===== src/cache_consts.svh =====
// ========================================
// address field widths, line geometry,
// burst length and command spacing
// ========================================

`ifndef CACHE_CONSTS_SVH
`define CACHE_CONSTS_SVH

// byte address seen by the requester
`define CACHE_ADDR_BITS 24

// |tag|line|col|byte|
`define CACHE_BYTE_BITS 2
`define CACHE_COL_BITS 3
`define CACHE_LINE_BITS 8
`define CACHE_TAG_BITS 11

// eight 32-bit words per line, moved as four 64-bit beats
`define CACHE_COLS 8
`define CACHE_BEATS 4

// burst RAM address counts 8-byte units
`define CACHE_BR_ADDR_BITS 21
`define CACHE_CMD_DELAY 13

`endif

===== src/cache_pkg.sv =====
// ========================================
// controller state and burst command enums
// address field types
// ========================================

`include "cache_consts.svh"

package cache_pkg;

  typedef enum logic [2:0] {
    IDLE,
    EVICT_BEAT,
    EVICT_WAIT,
    FILL_WAIT,
    FILL_BEAT,
    TAG_UPDATE
  } cache_state_t;

  // matches the burst RAM encoding, 0 read and 1 write
  typedef enum logic {
    BR_READ  = 1'b0,
    BR_WRITE = 1'b1
  } br_cmd_t;

  typedef logic [`CACHE_TAG_BITS-1:0] tag_t;
  typedef logic [`CACHE_LINE_BITS-1:0] line_ix_t;
  typedef logic [`CACHE_COL_BITS-1:0] col_ix_t;

endpackage


===== src/cache_control.sv =====
// ========================================
// miss FSM, eviction and fill sequencing
// command spacing counter
// burst RAM command and write data outputs
// ========================================

`timescale 1ns/10ps

`include "cache_consts.svh"

module cache_control (
  input  logic                           clk,
  input  logic                           rst,
  input  logic                           req,
  input  logic [3:0]                     byte_en,
  input  logic [`CACHE_ADDR_BITS-1:0]    address,
  input  logic                           hit,
  input  logic                           dirty,
  input  cache_pkg::tag_t                victim_tag,
  input  logic [63:0]                    evict_data,
  input  logic                           br_rd_valid,
  output logic                           busy,
  output logic [3:0]                     cpu_we,
  output logic                           tag_we,
  output logic                           tag_set_dirty,
  output logic                           fill_we,
  output logic [1:0]                     fill_beat,
  output logic [1:0]                     evict_beat,
  output cache_pkg::br_cmd_t             br_cmd,
  output logic                           br_cmd_en,
  output logic [`CACHE_BR_ADDR_BITS-1:0] br_addr,
  output logic [63:0]                    br_wr_data
);

  import cache_pkg::*;

  localparam int cnt_bits = $clog2(`CACHE_CMD_DELAY + 1);

  cache_state_t       state;
  logic [cnt_bits-1:0] spacing_cnt;
  logic [1:0]          beat;

  logic                           idle_miss;
  logic                           issue_write;
  logic                           issue_read;
  logic [`CACHE_LINE_BITS-1:0]    line_field;
  logic [`CACHE_BR_ADDR_BITS-1:0] fill_addr;
  logic [`CACHE_BR_ADDR_BITS-1:0] victim_addr;

  // burst addresses point at beat 0 of a line
  assign line_field = address[`CACHE_LINE_BITS + `CACHE_COL_BITS + `CACHE_BYTE_BITS - 1 -:
                              `CACHE_LINE_BITS];
  assign fill_addr = {address[`CACHE_ADDR_BITS-1:`CACHE_COL_BITS + `CACHE_BYTE_BITS],
                      {$clog2(`CACHE_BEATS){1'b0}}};
  assign victim_addr = {victim_tag, line_field, {$clog2(`CACHE_BEATS){1'b0}}};

  // a miss waits in IDLE until the spacing counter has run out
  assign idle_miss   = (state == IDLE) && req && !hit && (spacing_cnt == '0);
  assign issue_write = idle_miss && dirty;
  assign issue_read  = (idle_miss && !dirty) || ((state == EVICT_WAIT) && (spacing_cnt == '0));

  // requester side, hits are served in IDLE only
  assign busy          = req && !((state == IDLE) && hit);
  assign cpu_we        = ((state == IDLE) && req && hit) ? byte_en : 4'h0;
  assign tag_set_dirty = (state == IDLE) && req && hit && (byte_en != 4'h0);
  assign tag_we        = tag_set_dirty || (state == TAG_UPDATE);

  // beats go straight into the line in their valid cycle
  assign fill_we    = br_rd_valid && ((state == FILL_WAIT) || (state == FILL_BEAT));
  assign fill_beat  = beat;
  assign evict_beat = beat;

  always_ff @(posedge clk) begin
    if (rst) begin
      state       <= IDLE;
      spacing_cnt <= '0;
      beat        <= 2'd0;
      br_cmd_en   <= 1'b0;
    end else begin
      br_cmd_en <= 1'b0;

      if (issue_write || issue_read) begin
        br_cmd_en   <= 1'b1;
        spacing_cnt <= cnt_bits'(`CACHE_CMD_DELAY);
      end else if (spacing_cnt != '0) begin
        spacing_cnt <= spacing_cnt - 1'b1;
      end

      case (state)
        IDLE: begin
          if (issue_write) begin
            // beat 0 leaves with the command
            beat  <= 2'd1;
            state <= EVICT_BEAT;
          end else if (issue_read) begin
            state <= FILL_WAIT;
          end
        end

        EVICT_BEAT: begin
          beat <= beat + 2'd1;
          if (beat == 2'd3) begin
            state <= EVICT_WAIT;
          end
        end

        EVICT_WAIT: begin
          if (issue_read) begin
            state <= FILL_WAIT;
          end
        end

        FILL_WAIT: begin
          if (br_rd_valid) begin
            beat  <= 2'd1;
            state <= FILL_BEAT;
          end
        end

        FILL_BEAT: begin
          if (br_rd_valid) begin
            beat <= beat + 2'd1;
            if (beat == 2'd3) begin
              state <= TAG_UPDATE;
            end
          end
        end

        TAG_UPDATE: begin
          state <= IDLE;
        end

        default: begin
          state <= IDLE;
        end
      endcase
    end
  end

  // command payload, only meaningful alongside br_cmd_en or the beats after it
  always_ff @(posedge clk) begin
    if (issue_write) begin
      br_cmd  <= BR_WRITE;
      br_addr <= victim_addr;
    end else if (issue_read) begin
      br_cmd  <= BR_READ;
      br_addr <= fill_addr;
    end
    if (issue_write || (state == EVICT_BEAT)) begin
      br_wr_data <= evict_data;
    end
  end

endmodule


===== config.mk =====
export PLATFORM = sky130hd
export DESIGN_NAME = cache_control
export DESIGN_NICKNAME = d
export VERILOG_FILES = /design/src/cache_pkg.sv /design/src/cache_control.sv
export VERILOG_INCLUDE_DIRS = /design/src
export SDC_FILE = /design/constraint.sdc
export NUM_CORES = 1
export LEC_CHECK = 0
export ABC_CLOCK_PERIOD_IN_PS = 6400
export BUFFER_PORTS_ARGS = -buffer_cell sky130_fd_sc_hd__buf_2
export CORE_ASPECT_RATIO = 1.25
export CORE_MARGIN = 2
export CORE_UTILIZATION = 39
export DETAILED_ROUTE_END_ITERATION = 8
export PLACE_DENSITY = 0.76
export REMOVE_ABC_BUFFERS = 1
export SKIP_CTS_REPAIR_TIMING = 1
export SLEW_MARGIN = 40
export SYNTH_ARGS = -nofsm -noshare
export SYNTH_HDL_FRONTEND = slang
export SYNTH_SLANG_ARGS = --single-unit
export TNS_END_PERCENT = 30

===== constraint.sdc =====
create_clock -name clk -period 6.4 [get_ports clk]
set_clock_uncertainty 0.05 [all_clocks]
set_input_delay 0.64 -clock clk [delete_from_list [all_inputs] [get_ports clk]]
set_output_delay 0.64 -clock clk [all_outputs]
set_load 0.01 [all_outputs]

* Yosys cells after proc, flatten, opt, wreduce, memory -nomap -nowiden
Cells that the tools add are included.
Widths: inputs -> output; s select.
** Word-level totals
- Register bits :: 94
- Input port bits :: 109
- Output and inout port bits :: 99
- Word-level logic and storage cells :: 67
** Cells by class
- $add $sub $neg :: 2
- Eq/ne operators :: 11
- Muxes and demuxes :: 17
- Reduce and logical (&&, ||, !) cells :: 29
** Operators by type and width (count)
- $mux 21 :: 2
- $mux 3 :: 6
- $pmux 3 s5 :: 1
- $mux 4 :: 3
- $reduce_bool 4->1 :: 3
- $logic_and 1x1->1 :: 11
- $ne 2x2->1 const B :: 4
- $pmux 2 s4 :: 1
- $reduce_and 4->1 :: 2
- $eq 3x2->1 const B :: 2
- $eq 3x3->1 const B :: 2
- $mux 2 :: 3
- $logic_or 1x1->1 :: 5
- $logic_not 4->1 :: 1
- $reduce_bool 2->1 :: 2
- $sub 4x1->4 const B :: 1
- $eq 3x1->1 const B :: 1
- $logic_not 1->1 :: 3
- $logic_not 3->1 :: 1
- $add 2x1->2 const B :: 1
- $eq 2x2->1 const B :: 1
- $ne 2x1->1 const B :: 1
- $reduce_or 2->1 :: 1
- $mux 1 :: 1

* Depth between registers and ports, before layout
- Word-level depth :: 9
- Depth in mapped cells :: 7
- Gate-level depth less buffers :: 6

* Least setup slack after synthesis
Ideal clock, no wire load.
- Path kind :: input -> register
- From :: input port req
- To :: register br_wr_data[0] (enable)
- Setup time :: 0.565 ns
- Arrival time :: 5.489 ns
- Required time :: 5.785 ns
- Slack :: 0.297 ns
- Cell stages on the path :: 3
- Buffers on the path :: 0
- Path through :: nor2b_1 -> a31oi_1 -> nor3_1
** Between the ends
- Cells in the longest elaborated chain, start to end :: 5
** Ends and longest elaborated chain
- from (decl) :: RTL line cache_control.sv:14 : input logic req,
- $logic_and 1x1->1 (3 in series) :: RTL line cache_control.sv:58 : assign idle_miss = (state == IDLE) && req && !hit && (spacing_cnt == '0);
- $logic_and 1x1->1 :: RTL line cache_control.sv:59 : assign issue_write = idle_miss && dirty;
- $logic_or 1x1->1 :: RTL line cache_control.sv:149 : if (issue_write || (state == EVICT_BEAT)) begin
- to (signal assigned) :: RTL line cache_control.sv:150 : br_wr_data <= evict_data;
- to (decl) :: RTL line cache_control.sv:32 : output logic [63:0] br_wr_data
No other way between the ends.
A chain may end at the register's enable or synchronous reset.

* Worst setup path after layout
- From :: register state[2]
- To :: output port tag_we
** Between the ends
- Cells in the longest elaborated chain, start to end :: 5
- Elaborated cells between the ends (all ways) :: 6
- Classes of those cells :: eq/ne: 1; reduce/logical: 5
** Ends and longest elaborated chain
- from (decl) :: RTL line cache_control.sv:39 : cache_state_t state;
- from (signal assigned) :: RTL line cache_control.sv:75 : state <= IDLE;
- from (signal assigned) :: RTL line cache_control.sv:94 : state <= EVICT_BEAT;
- from (signal assigned) :: RTL line cache_control.sv:96 : state <= FILL_WAIT;
- $logic_not 3->1 :: RTL line cache_control.sv:65 : assign tag_set_dirty = (state == IDLE) && req && hit && (byte_en != 4'h0);
- $logic_and 1x1->1 (3 in series) :: RTL line cache_control.sv:65
- $logic_or 1x1->1 (*) :: RTL line cache_control.sv:66 : assign tag_we = tag_set_dirty || (state == TAG_UPDATE);
- to (decl) :: RTL line cache_control.sv:24 : output logic tag_we,
Every way passes the cells marked *; elsewhere a longest branch is shown, timed or not.

==> summary.md <==
| Metric | Value |
|---|---|
| CTS max path bufs | 2 |
| Worst Setup EP | tag_we |
| Die height | 109 um |
| Max cap viols | 0 |
| Worst slew pin tran | 0.779 ns |
| Die area | roughly 9500 sq um |
| CTS Root Cell | clkbuf_8 |
| Reg2reg setup slack | 4.02 ns |
| Post-synth ARST share | 0% |
| Post-synth cell types | 40 |
| Slowest cell on the critical path | dfxtp_1 |
| Arrival time at the worst endpoint | 1.81 ns |
| Initial Util | 39.7% |
| Row cnt | 38 |
| Clock-pin transition on the worst setup and hold timing paths | 0.10 ns |
| Max Fclk | 400 MHz |
| Via density per instance | 4.57 |
| Fill count | approximately 720 |
| Crit path buffers/inverters | 1 |
| Yosys warnings | 0 |
| Gpl congestion | between 0.8 and 0.9 |
| Htree depth | 3 |
| Crit path max fanout | 13 |
| Hold Vio Cnt, Final | 0 |
| Synth Instances | 190 |
| CTS buffer count | 9 |
| Pre-antenna DRT Iters | 4 |
| FF-to-FF Start | spacing_cnt[0]$_SDFFE_PP0P_ |
| Total Wirelength | 7110 um |
| Die width | 87.7 um |
| Drt initial violations | 79 |
| Crit-path cells | nor3_1, and3_1, o41a_1, a31o_2, buf_2 |
| Post-route DRC | 0 |
| CP peak stage delay | 0.60 ns |
| Initial antenna violation count | 1 |
| Nets | 505 |
| Overflow after GRT | 0 |
| Finished Core Util | 54.9% |
| #FFs+latches synth | 94 |
| Status | finished, final reports clean |
| Fraction of layout cells with a size suffix above 1 | 58.9% |
| Ys flop type | edfxtp_1 |
| Sink Count | 94 |
| Final Cycle Share | 39.0% |
| Hold WC Path Type | input pin to flop |
| Via Count | approximately 2400 |
| TNS Setup | 0 ns |
| Final setup vio count | 0 |
| Crit end category | primary output |
| Inserted Diodes | 0 |
| Critical path origin | state[2]$_SDFFE_PP0P_ |
| Fin crit period | 2.50 ns |
| Drt wl/cell | between 10 and 15 um |
| Hpwl dp | between 5000 and 6000 um |
| Pwr/cell area | 385 nW/um^2 |
| First-pass GRT wire length | around 10000 um |
| Critical Path Stages | 5 |
| Post-Syn Area | 3420 sq um |
| Sequential share of the synthesized area | between 70 and 80% |
| Post-route ant nets | 0 |
| Leakage | 2.02 nW |
| I/O Buffers | 200 |
| Syn_area_per_cell | 18.0 sq um |
| Critical path required time | 5.71 ns |
| Max-slew violations | 0 |
| Relative slew slack | between 40% and 50% |
| IO Pins | 208 |
| Core Area | roughly 8600 sq um |
| Post-synth EDFFs | 83 |
| Vias in the first global route | 2207 |
| Worst-skew pair later-pin latency | 0.35 ns |
| Total power | 0.00182 W |
| Crit Path Category | flop to primary output |
| Reg-to-reg endpoint | br_wr_data[19]$_DFFE_PP_ |
| Critical Path Source Type | flop |
| Pin count of the biggest net entering global routing | 65 |
| Total global routing track utilization | 14.0% |
| TritonCTS clock tree | yes |
| CP top delay family | flip-flops |
| P&R area growth vs syn | 38.4% |
| R2r worst-path depth | 6 |
| Setup repair after global routing missed its margin | false |
| Worst vdd ir | between 0.15 and 0.2 mV |
[layout make-up]
type | instances | area [sq um] | share of cell area (%)
Sequential cell | 94 | 2710 | 57.4
Timing Repair Buffer | 201 | 1010 | 21.3
Multi-Input combinational cell | 82 | 623 | 13.2
Tap cell | 120 | 150 | 3.18
Clock buffer | 9 | 124 | 2.62
Clock inverter | 7 | 86.3 | 1.83
Inverter | 6 | 22.5 | 0.476
[report_power, final]
group | leakage, nW | total (W) | internal [W] | switching (W)
clock network | 0.104 | 0.000408 | 0.000189 | 0.000218
registers | 0.852 | 0.000920 | 0.000864 | 0.0000563
logic | 1.06 | 0.000493 | 0.000194 | 0.000299
total | 2.02 | 0.00182 | 0.00125 | 0.000574
[synth_stat cells (2+ instances only)]
cell,count,area (sq um)
nor3_1,6,30.0
edfxtp_1,83,2490
clkbuf_1,3,11.3
nand2_1,5,18.8
mux2_2,2,22.5
nor2_1,12,45.0
o21ai_0,3,15.0
mux2_4,9,135
a21oi_1,4,20.0
and3_1,2,12.5
buf_4,4,30.0
dfxtp_1,11,220
inv_1,6,22.5
o21a_1,2,15.0
a31oi_1,6,37.5
nor2b_1,2,12.5
ha_1,2,25.0
a21boi_0,3,22.5
and2_1,4,25.0
[stage by stage]
step | setup slack (ns) | std cells | hold slack [ns] | cell area [sq um]
finish | 3.90 | 519 | 0.398 | 4730
global route | 3.76 | 519 | 0.370 | 4730
CTS | 3.88 | 519 | 0.372 | 4730
detailed placement | 3.83 | 503 | 0.420 | 4520
global placement | 3.86 | 503 | 0.406 | 4520
floorplan | 0.297 | 182 | 0.427 | 3350
[sequential cells by signal, indices dropped and copies added (netlist names)]
name	cells
br_cmd_en	1
spacing_cnt	4
br_addr	19
evict_beat	2
br_cmd	1
state	3
br_wr_data	64
[cell usage in the layout (no fill, tap or decap), types with 3 or more instances in the layout]
cell	netlist	routed
nor2_1	12	12
dfxtp_1	11	11
and2_1	4	4
a21oi_1	4	4
nand2_1	5	5
mux2_4	9	9
o21ai_0	3	3
inv_1	6	6
a31oi_1	6	6
a21boi_0	3	3
edfxtp_1	83	83
clkbuf_8	0	9
nor3_1	6	5
buf_2	1	200
[routing by layer]
layer  global-route usage (%)  up-vias  wire length, um
met2                     24.2      146             3670
met5                        0        -               10
met3                     5.15       16              715
met1                     14.4     1087             2550
li1                         -     1121                -
met4                     8.02        2              165
[worst reg2reg max path: cells and delay by family (launching register included)]
family / cells / cell delay, ns
buffers and inverters: 2 / 0.72
flip-flops: 1 / 0.32
AO/OA/AOI/OAI: 1 / 0.18
adder cells (fa/ha/maj): 1 / 0.19
AND/OR/NAND/NOR: 2 / 0.53
[logic make-up (layout without fill, tap and decap cells)]
kind of cell | after synthesis | after routing | share of synthesized area (%)
other cells | 1 | 2 | 0.110
xor+xnor | 1 | 1 | 0.256
mux | 12 | 12 | 4.91
fa+ha+maj | 2 | 2 | 0.732
simple gates | 40 | 40 | 6.81
compound gates | 25 | 25 | 5.16
flops | 94 | 94 | 79.4
buf+inv | 15 | 223 | 2.60
[worst min-delay path by stage]
stage,endpoint,startpoint,cells after the start,slack [ns]
floorplan,spacing_cnt[0]$_SDFFE_PP0P_,spacing_cnt[0]$_SDFFE_PP0P_,2,0.43
global placement,br_cmd$_SDFFE_PP1P_,br_cmd$_SDFFE_PP1P_,1,0.41
detailed placement,br_cmd$_SDFFE_PP1P_,br_cmd$_SDFFE_PP1P_,1,0.42
CTS,br_wr_data[52]$_DFFE_PP_,evict_data[52],1,0.37
global route,br_wr_data[8]$_DFFE_PP_,evict_data[8],1,0.37
finish,br_wr_data[35]$_DFFE_PP_,evict_data[35],1,0.40
Power figures use the tool's default switching activity.
